### src/rtl/graphPkg.sv
`default_nettype none

package graphPkg;

    // one vertex per index of the 7-cube
    localparam int graphBits = 128;

    // bit v set means vertex v is in the set
    typedef logic [graphBits-1:0] graph_t;

    // at most 35 pairwise incomparable vertices, so 6 bits suffice
    typedef logic [5:0] count_t;

    // group-level first-vertex flags between the two seed stages
    typedef struct packed {
        // any vertex in each 64-vertex half
        logic [1:0] hasBit64;
        // one-hot mark of the 16-group holding the first vertex in each 64-group
        logic [7:0] hasFirstBit16;
        // one-hot mark of the 4-group holding the first vertex in each 16-group
        logic [31:0] hasFirstBit4;
    } firstBits_t;

endpackage

`default_nettype wire
### src/rtl/loopPkg.sv
`default_nettype none

package loopPkg;

    // stage latencies of one lap through the loop
    localparam int seedLatency = 3;
    localparam int midLatency = 1;
    localparam int explorationLatency = 3;
    localparam int outLatency = 1;

    // slot state without the caller tag
    // the tag width is a module parameter, so it rides next to this struct
    typedef struct packed {
        // vertices not yet assigned to a finished component
        graphPkg::graph_t leftover;
        // component grown so far
        graphPkg::graph_t extended;
        // leftover ran empty and the slot is free
        logic runEnd;
        // growth settled so a new seed comes next lap
        logic grabSeed;
        logic valid;
        graphPkg::count_t count;
    } loopStateFixed_t;

    localparam int fixedStateBits = $bits(loopStateFixed_t);

endpackage

`default_nettype wire

### src/rtl/countConnectedCore.sv
`default_nettype none
`timescale 1ns/1ps

module countConnectedCore
    import graphPkg::*;
    import loopPkg::*;
#(
    parameter int EXTRA_DATA_WIDTH = 10,
    parameter int DATA_IN_LATENCY = 4
) (
    input  logic                        clk,
    input  logic                        reset,
    output logic                        request,
    input  graph_t                      graphIn,
    input  logic                        start,
    input  count_t                      connectCountIn,
    input  logic [EXTRA_DATA_WIDTH-1:0] extraDataIn,
    output logic                        done,
    output count_t                      connectCount,
    output logic [EXTRA_DATA_WIDTH-1:0] extraDataOut
);

    typedef struct packed {
        loopStateFixed_t fixed;
        logic [EXTRA_DATA_WIDTH-1:0] tag;
    } loopState_t;

    loopState_t stateIn;
    loopState_t stateOut;

    countConnectedLoop #(
        .EXTRA_DATA_WIDTH (EXTRA_DATA_WIDTH)
    ) loop (
        .clk            (clk),
        .reset          (reset),
        .stateIn        (stateIn),
        .stateOut       (stateOut),
        .graphIn        (graphIn),
        .start          (start),
        .connectCountIn (connectCountIn),
        .extraDataIn    (extraDataIn),
        .request        (request),
        .done           (done),
        .connectCount   (connectCount),
        .extraDataOut   (extraDataOut)
    );

    // external fetch latency on the way back to the loop input
    hyperpipe #(
        .CYCLES (DATA_IN_LATENCY),
        .WIDTH  ($bits(loopState_t))
    ) returnPipe (
        .clk   (clk),
        .reset (reset),
        .in    (stateOut),
        .out   (stateIn)
    );

endmodule

`default_nettype wire

### src/rtl/countConnectedLoop.sv
`default_nettype none
`timescale 1ns/1ps

module countConnectedLoop
    import graphPkg::*;
    import loopPkg::*;
#(
    parameter int EXTRA_DATA_WIDTH = 10
) (
    input  logic                                   clk,
    input  logic                                   reset,
    input  logic [fixedStateBits+EXTRA_DATA_WIDTH-1:0] stateIn,
    output logic [fixedStateBits+EXTRA_DATA_WIDTH-1:0] stateOut,
    input  graph_t                                 graphIn,
    input  logic                                   start,
    input  count_t                                 connectCountIn,
    input  logic [EXTRA_DATA_WIDTH-1:0]            extraDataIn,
    output logic                                   request,
    output logic                                   done,
    output count_t                                 connectCount,
    output logic [EXTRA_DATA_WIDTH-1:0]            extraDataOut
);

    typedef struct packed {
        loopStateFixed_t fixed;
        logic [EXTRA_DATA_WIDTH-1:0] tag;
    } loopState_t;

    // fields that ride beside the seed and exploration stages
    typedef struct packed {
        graph_t leftover;
        logic valid;
        count_t count;
        logic [EXTRA_DATA_WIDTH-1:0] tag;
    } bypass_t;

    loopState_t carried;
    loopState_t nextState;
    bypass_t seedIn;
    bypass_t seedOut;
    bypass_t midState;
    bypass_t explOut;
    logic grabSeedIn;
    logic incrementNsd;
    graph_t curExtendingNsd;
    graph_t curExtendingMid;
    graph_t reducedExpl;
    graph_t extendedExpl;
    logic runEndExpl;
    logic grabSeedExpl;

    assign carried = stateIn;

    // a start takes over the slot, otherwise the carried state goes on
    // a start always begins with a fresh seed
    assign grabSeedIn = start | carried.fixed.grabSeed;

    always_comb begin
        seedIn.leftover = start ? graphIn : carried.fixed.leftover;
        seedIn.valid = start | (carried.fixed.valid & ~carried.fixed.runEnd);
        seedIn.count = start ? connectCountIn : carried.fixed.count;
        seedIn.tag = start ? extraDataIn : carried.tag;
    end

    newSeedProductionPipeline seedPipe (
        .clk            (clk),
        .graph          (seedIn.leftover),
        .extended       (carried.fixed.extended),
        .grabSeed       (grabSeedIn),
        .incrementCount (incrementNsd),
        .curExtending   (curExtendingNsd)
    );

    hyperpipe #(
        .CYCLES (seedLatency),
        .WIDTH  ($bits(bypass_t))
    ) seedBypass (
        .clk   (clk),
        .reset (reset),
        .in    (seedIn),
        .out   (seedOut)
    );

    // count picks up the new seed in the MID stage
    always_ff @(posedge clk) begin
        if (reset) begin
            midState <= '0;
        end else begin
            midState.leftover <= seedOut.leftover;
            midState.valid <= seedOut.valid;
            midState.count <= seedOut.count + count_t'(incrementNsd);
            midState.tag <= seedOut.tag;
        end
    end

    always_ff @(posedge clk) begin
        curExtendingMid <= curExtendingNsd;
    end

    explorationPipeline explorePipe (
        .clk          (clk),
        .leftover     (midState.leftover),
        .curExtending (curExtendingMid),
        .reduced      (reducedExpl),
        .extended     (extendedExpl),
        .runEnd       (runEndExpl),
        .grabSeedOut  (grabSeedExpl)
    );

    hyperpipe #(
        .CYCLES (explorationLatency),
        .WIDTH  ($bits(bypass_t))
    ) explorationBypass (
        .clk   (clk),
        .reset (reset),
        .in    (midState),
        .out   (explOut)
    );

    // drop the component only once its growth has settled
    always_comb begin
        nextState.fixed.leftover = grabSeedExpl ? reducedExpl : explOut.leftover;
        nextState.fixed.extended = extendedExpl;
        nextState.fixed.runEnd = runEndExpl;
        nextState.fixed.grabSeed = grabSeedExpl;
        nextState.fixed.valid = explOut.valid;
        nextState.fixed.count = explOut.count;
        nextState.tag = explOut.tag;
    end

    always_ff @(posedge clk) begin
        if (reset) begin
            stateOut <= '0;
            request <= 1'b0;
            done <= 1'b0;
        end else begin
            stateOut <= nextState;
            // an empty leftover frees the slot whether started or not
            request <= runEndExpl;
            done <= explOut.valid & runEndExpl;
        end
    end

    always_ff @(posedge clk) begin
        connectCount <= explOut.count;
        extraDataOut <= explOut.tag;
    end

endmodule

`default_nettype wire

### src/rtl/explorationPipeline.sv
`default_nettype none
`timescale 1ns/1ps

module explorationPipeline
    import graphPkg::*;
(
    input  logic   clk,
    input  graph_t leftover,
    input  graph_t curExtending,
    output graph_t reduced,
    output graph_t extended,
    output logic   runEnd,
    output logic   grabSeedOut
);

    graph_t upClosure;
    graph_t midPoint;
    graph_t leftoverMid;
    graph_t downClosure;
    graph_t downSet;
    graph_t leftoverDown;
    graph_t midDown;
    graph_t reducedDown;
    graph_t extendedDown;
    logic runEndDown;
    logic growthDone;

    hypercubeClosure #(
        .UPWARD (1'b1)
    ) upClose (
        .vertices (curExtending),
        .closure  (upClosure)
    );

    // upward step kept inside the remaining vertices
    always_ff @(posedge clk) begin
        midPoint <= upClosure & leftover;
        leftoverMid <= leftover;
    end

    hypercubeClosure #(
        .UPWARD (1'b0)
    ) downClose (
        .vertices (midPoint),
        .closure  (downClosure)
    );

    always_ff @(posedge clk) begin
        downSet <= downClosure;
        leftoverDown <= leftoverMid;
        midDown <= midPoint;
    end

    assign reducedDown = leftoverDown & ~downSet;
    assign extendedDown = leftoverDown & downSet;
    assign runEndDown = (reducedDown == '0);
    // downward step added nothing, so the component is closed
    assign growthDone = (extendedDown == midDown);

    // an empty rest also ends the growth, even if the down step added vertices
    always_ff @(posedge clk) begin
        reduced <= reducedDown;
        extended <= extendedDown;
        runEnd <= runEndDown;
        grabSeedOut <= runEndDown | growthDone;
    end

endmodule

`default_nettype wire

### src/rtl/newSeedProduction.sv
`default_nettype none
`timescale 1ns/1ps

module firstBitAnalysis
    import graphPkg::*;
(
    input  logic       clk,
    input  graph_t     graph,
    output firstBits_t flags
);

    logic [31:0] hasBit4;
    logic [7:0] hasBit16;
    logic [31:0] firstBit4;

    // keeps only the lowest set bit
    function automatic logic [3:0] lowestOf4(logic [3:0] v);
        return v & (~v + 4'd1);
    endfunction

    always_comb begin
        for (int g = 0; g < 32; g++) begin
            hasBit4[g] = |graph[4*g +: 4];
        end
    end

    // the 16-level flags are registered partway and feed the second half
    always_ff @(posedge clk) begin
        for (int s = 0; s < 8; s++) begin
            hasBit16[s] <= |hasBit4[4*s +: 4];
            firstBit4[4*s +: 4] <= lowestOf4(hasBit4[4*s +: 4]);
        end
    end

    always_comb begin
        for (int h = 0; h < 2; h++) begin
            flags.hasBit64[h] = |hasBit16[4*h +: 4];
            flags.hasFirstBit16[4*h +: 4] = lowestOf4(hasBit16[4*h +: 4]);
        end
        flags.hasFirstBit4 = firstBit4;
    end

endmodule

module seedProducer
    import graphPkg::*;
(
    input  graph_t     graph,
    input  graph_t     extended,
    input  logic       grabSeed,
    input  firstBits_t flags,
    output graph_t     newExtending
);

    logic [31:0] groupFirst;
    graph_t seed;

    // 4-group holding the lowest vertex of the whole graph
    // upper half only counts when the lower half is empty
    always_comb begin
        for (int g = 0; g < 32; g++) begin
            groupFirst[g] = flags.hasFirstBit4[g] & flags.hasFirstBit16[g / 4]
                & ((g < 16) | ~flags.hasBit64[0]);
        end
    end

    // pick the pair, then the bit within the pair
    always_comb begin
        for (int g = 0; g < 32; g++) begin
            seed[4*g +: 2] = (groupFirst[g] & (|graph[4*g +: 2]))
                ? (graph[4*g] ? 2'b01 : 2'b10) : 2'b00;
            seed[4*g+2 +: 2] = (groupFirst[g] & ~(|graph[4*g +: 2]))
                ? (graph[4*g+2] ? 2'b01 : 2'b10) : 2'b00;
        end
    end

    assign newExtending = grabSeed ? seed : extended;

endmodule

module newSeedProductionPipeline
    import graphPkg::*;
(
    input  logic   clk,
    input  graph_t graph,
    input  graph_t extended,
    input  logic   grabSeed,
    output logic   incrementCount,
    output graph_t curExtending
);

    typedef struct packed {
        graph_t graph;
        graph_t extended;
        logic grabSeed;
    } seedStage_t;

    seedStage_t startStage;
    seedStage_t flagStage;
    seedStage_t resultStage;
    firstBits_t flagsAnalysis;
    firstBits_t flagsResult;

    always_ff @(posedge clk) begin
        startStage.graph <= graph;
        startStage.extended <= extended;
        startStage.grabSeed <= grabSeed;
        // wait alongside the analysis register
        flagStage <= startStage;
        resultStage <= flagStage;
        flagsResult <= flagsAnalysis;
    end

    firstBitAnalysis analysis (
        .clk   (clk),
        .graph (startStage.graph),
        .flags (flagsAnalysis)
    );

    seedProducer producer (
        .graph        (resultStage.graph),
        .extended     (resultStage.extended),
        .grabSeed     (resultStage.grabSeed),
        .flags        (flagsResult),
        .newExtending (curExtending)
    );

    // a new seed counts only if there was a vertex to take
    assign incrementCount = resultStage.grabSeed & (|flagsResult.hasBit64);

endmodule

`default_nettype wire

### src/rtl/hypercubeClosure.sv
`default_nettype none
`timescale 1ns/1ps

module hypercubeClosure
    import graphPkg::*;
#(
    parameter bit UPWARD = 1'b1
) (
    input  graph_t vertices,
    output graph_t closure
);

    graph_t acc;

    // one level per index bit pushes vertices one step along that axis
    // after all seven levels every superset (or subset) is reached
    always_comb begin
        acc = vertices;
        for (int b = 0; b < 7; b++) begin
            for (int v = 0; v < graphBits; v++) begin
                if (UPWARD) begin
                    // vertex with bit b set takes from its neighbour without it
                    if (((v >> b) & 1) == 1) begin
                        acc[v] = acc[v] | acc[v ^ (1 << b)];
                    end
                end else begin
                    // vertex with bit b clear takes from its neighbour with it
                    if (((v >> b) & 1) == 0) begin
                        acc[v] = acc[v] | acc[v | (1 << b)];
                    end
                end
            end
        end
    end

    assign closure = acc;

endmodule

`default_nettype wire

### src/rtl/hyperpipe.sv
`default_nettype none
`timescale 1ns/1ps

module hyperpipe #(
    parameter int CYCLES = 1,
    parameter int WIDTH = 1
) (
    input  logic             clk,
    input  logic             reset,
    input  logic [WIDTH-1:0] in,
    output logic [WIDTH-1:0] out
);

    logic [WIDTH-1:0] stages [CYCLES];

    always_ff @(posedge clk) begin
        if (reset) begin
            for (int i = 0; i < CYCLES; i++) begin
                stages[i] <= '0;
            end
        end else begin
            stages[0] <= in;
            for (int i = 1; i < CYCLES; i++) begin
                stages[i] <= stages[i-1];
            end
        end
    end

    assign out = stages[CYCLES-1];

endmodule

`default_nettype wire

### config.mk
export PLATFORM = sky130hd
export DESIGN_NAME = countConnectedCore
export DESIGN_NICKNAME = d
export VERILOG_FILES = /design/src/rtl/graphPkg.sv /design/src/rtl/loopPkg.sv /design/src/rtl/countConnectedCore.sv /design/src/rtl/countConnectedLoop.sv /design/src/rtl/explorationPipeline.sv /design/src/rtl/newSeedProduction.sv /design/src/rtl/hypercubeClosure.sv /design/src/rtl/hyperpipe.sv
export SDC_FILE = /design/constraint.sdc
export NUM_CORES = 2
export LEC_CHECK = 0
export ABC_AREA = 0
export BUFFER_PORTS_ARGS = -buffer_cell sky130_fd_sc_hd__buf_4
export CAP_MARGIN = 15
export CORE_ASPECT_RATIO = 1.25
export CORE_MARGIN = 5
export CORE_UTILIZATION = 50
export DETAILED_ROUTE_END_ITERATION = 12
export PLACE_DENSITY = 0.7
export SYNTH_ARGS = -nofsm -noshare
export SYNTH_HDL_FRONTEND = slang
export SYNTH_HIERARCHICAL = 1
export SYNTH_SLANG_ARGS = --single-unit
export TNS_END_PERCENT = 100
### constraint.sdc
create_clock -name clk -period 2.4 [get_ports clk]
set_input_delay 0.12 -clock clk [delete_from_list [all_inputs] [get_ports clk]]
set_output_delay 0.12 -clock clk [all_outputs]
set_load 0.01 [all_outputs]
==> impl_metrics.ini <==
[outcome]
outcome = complete, but fails checks
violations = setup timing

[timing]
finalCriticalPeriod_ns = 2.50
hold_violations = 0
rsz0062_at_grt = true
min_period_over_period_pct = 104
timing.final.ws_setup_ns = -0.101
max_freq_mhz = 400
tightestPinTransition_ns = 1.21
fin_worst_skew_ns = 0.0515
relSlewSlack_pct = 18.5
slew_violations = 0
setup_viol = 2

[grt]
grt_max_degree = 130
grt_pass1_vias = 62800
track_usage_pct = 24.2
grt_overflow = 0
grt_pass1_wl_um = 430000
antenna_found_initial = 44

[route]
drt_iter0_drc = 3768
viasPerCell = 4.72
wl_per_cell_um = 22.9
drt_wl_total_um = 301000
drc = 0
antenna_left = 0
vias = 62100
first_pass_iters = 5

[setup_path]
crit-reg2reg-launch = loop/explorePipe/downSet[0]
critPathKind = flop to flop
cp-end-kind = flop
critical_path_required_ns = 3.23
critPathLaunchType = flop
ff2ff_setup_slack_ns = -0.10
regToRegEndpoint = loop/explorePipe/grabSeedOut
r2r_cells = 6
arrival_ns = 3.33
path_max_fanout = 2

[yosys]
synth_area_per_cell_um2 = 12.9
netlist_area_um2 = 117000
synthCells = 9117
yosysWarnings = 6
synth_nets = 9266

[run]
maxCapViolations = 0

[cells_and_area]
instances_no_fill = 13100
fill_cells = 18100
area_delta_synth_final_pct = 17.4
drive_above_1_share_pct = 14.7
design_area_um2 = 138000
nets = 9869

[min_path]
holdPathStages = 3
hold_class = primary input to flop
hp-start = graphIn[72]
hold_end = loop/seedPipe/startStage[201]

[placed_design]
placed_cells_incl_taps = 12200
dp_hpwl_um = 222000
port_buffers = 164
placed_area_um2 = 122000
gp_congestion = 1.04
place_ws_ns = -0.414

[floorplan]
ios = 165
row_count = 198
die_y_um = 551
die_area_um2 = 244000
initial_utilization_pct = 50.3
die_w_um = 443
core_um2 = 233000

[clock_tree]
insertion_delay_ns = 0.92
cts_root_buf = clkbuf_16
cts_sinks = 4222
cts_buffer_depth = 4
cts_made_buffers = 380
path_clk_slew_ns = 0.06
htreeDepth = 5
cts_tree = yes

[power]
ir_worst_vdd_v = 0.000866
power.leakage_nw = 58.4
p_per_area_nw_per_um2 = 997
[layer usage]
layer | GRT usage (%) | vias up | routed length (µm)
met5 | 0 | - | 54
met4 | 11.6 | 8 | 17000
met3 | 3.73 | 550 | 12500
met2 | 41.5 | 1365 | 145000
met1 | 30.0 | 30100 | 126000
li1 | - | 30000 | -
[how the worst max path moves through the flow]
stage	from	end	cells after the start
final	loop/explorePipe/downSet[0]	loop/explorePipe/grabSeedOut	6
after global routing	loop/explorePipe/downSet[48]	loop/explorePipe/grabSeedOut	6
after CTS	loop/explorePipe/downSet[0]	loop/explorePipe/grabSeedOut	6
after detailed placement	loop/explorePipe/downSet[66]	loop/explorePipe/grabSeedOut	7
after global placement	loop/explorePipe/downSet[48]	loop/explorePipe/grabSeedOut	9
after floorplan	loop/explorePipe/midPoint[123]	loop/explorePipe/downSet[0]	5
[sequential cells by signal, summed over array words and instances, names as in the netlist, 145 cells and up]
| name | count |
|---|---|
| loop/seedPipe/startStage | 257 |
| loop/seedBypass/stages | 435 |
| loop/stateOut | 275 |
| loop/explorationBypass/stages | 435 |
| returnPipe/stages | 1100 |
| loop/midState | 145 |
| loop/seedPipe/flagStage | 225 |
| loop/seedPipe/resultStage | 225 |
[metrics by stage]
| step | power, W | util (%) | setup TNS (ns) | hold slack [ns] |
|---|---|---|---|---|
| 2_1_floorplan | 0.0756 | - | 0 | 0.276 |
| 3_3_place_gp | 0.0771 | 52.3 | -2.63 | 0.310 |
| 3_5_place_dp | 0.0771 | 52.3 | -1.65 | 0.312 |
| 4_1_cts | 0.138 | 59.0 | -0.0365 | 0.000260 |
| 5_1_grt | 0.142 | 59.0 | -0.0471 | 0.0140 |
| 6_report | 0.137 | 59.1 | -0.103 | 0.0636 |
[what timing repair did]
| action | CTS | global route |
|---|---|---|
| buffers inserted | 2 | 3 |
| resized for setup | 12 | 6 |
| endpoints found under the setup margin | 6 | 11 |
| hold endpoints to repair | 1141 | 0 |
| hold buffers | 266 | 0 |
| pin swaps | 2 | 2 |
[critical path: stages (launching register included)]
cell and delay (ns):
dfxtp_1 0.35, and2_1 0.32, xor2_1 0.30, nor4_2 0.53, nand4_1 0.25, nor4_1 0.47
a41o_1 0.22
[cell type report]
| cell class | instances | area [µm²] | area share (%) |
|---|---|---|---|
| clock inverter | 136 | 1840 | 1.33 |
| sequential | 4222 | 84500 | 61.4 |
| antenna | 28 | 70.1 | 0.0509 |
| tap | 3100 | 3880 | 2.82 |
| multi-input combinational | 4160 | 28300 | 20.5 |
| clock buffer | 543 | 11100 | 8.03 |
| timing repair buffer | 863 | 7710 | 5.60 |
| inverter | 93 | 349 | 0.254 |
[cells in the final DEF, fill, tap and decap left out, drive strengths merged, types with 33 or more instances in the layout]
cell and n:
clkbuf 543, nand4 81, xor2 98, xnor2 33, nor4 250, nand3 38
nand4b 33, nand2b 33, or2 36, mux2 144, dfxtp 4222, or4 57
and2 272, nand2 107, inv 105, nor2b 2185, o2bb2ai 70, nor2 195
and2b 224, dlygate4sd3 266, mux2i 128, buf 597, clkinv 82
[power breakdown]
| part | switching, W | total (W) | internal, W |
|---|---|---|---|
| clock | 0.0258 | 0.0614 | 0.0356 |
| sequential | 0.000544 | 0.0715 | 0.0710 |
| combinational | 0.00246 | 0.00439 | 0.00193 |
| total | 0.0288 | 0.137 | 0.109 |
Power figures use the tool's default switching activity.
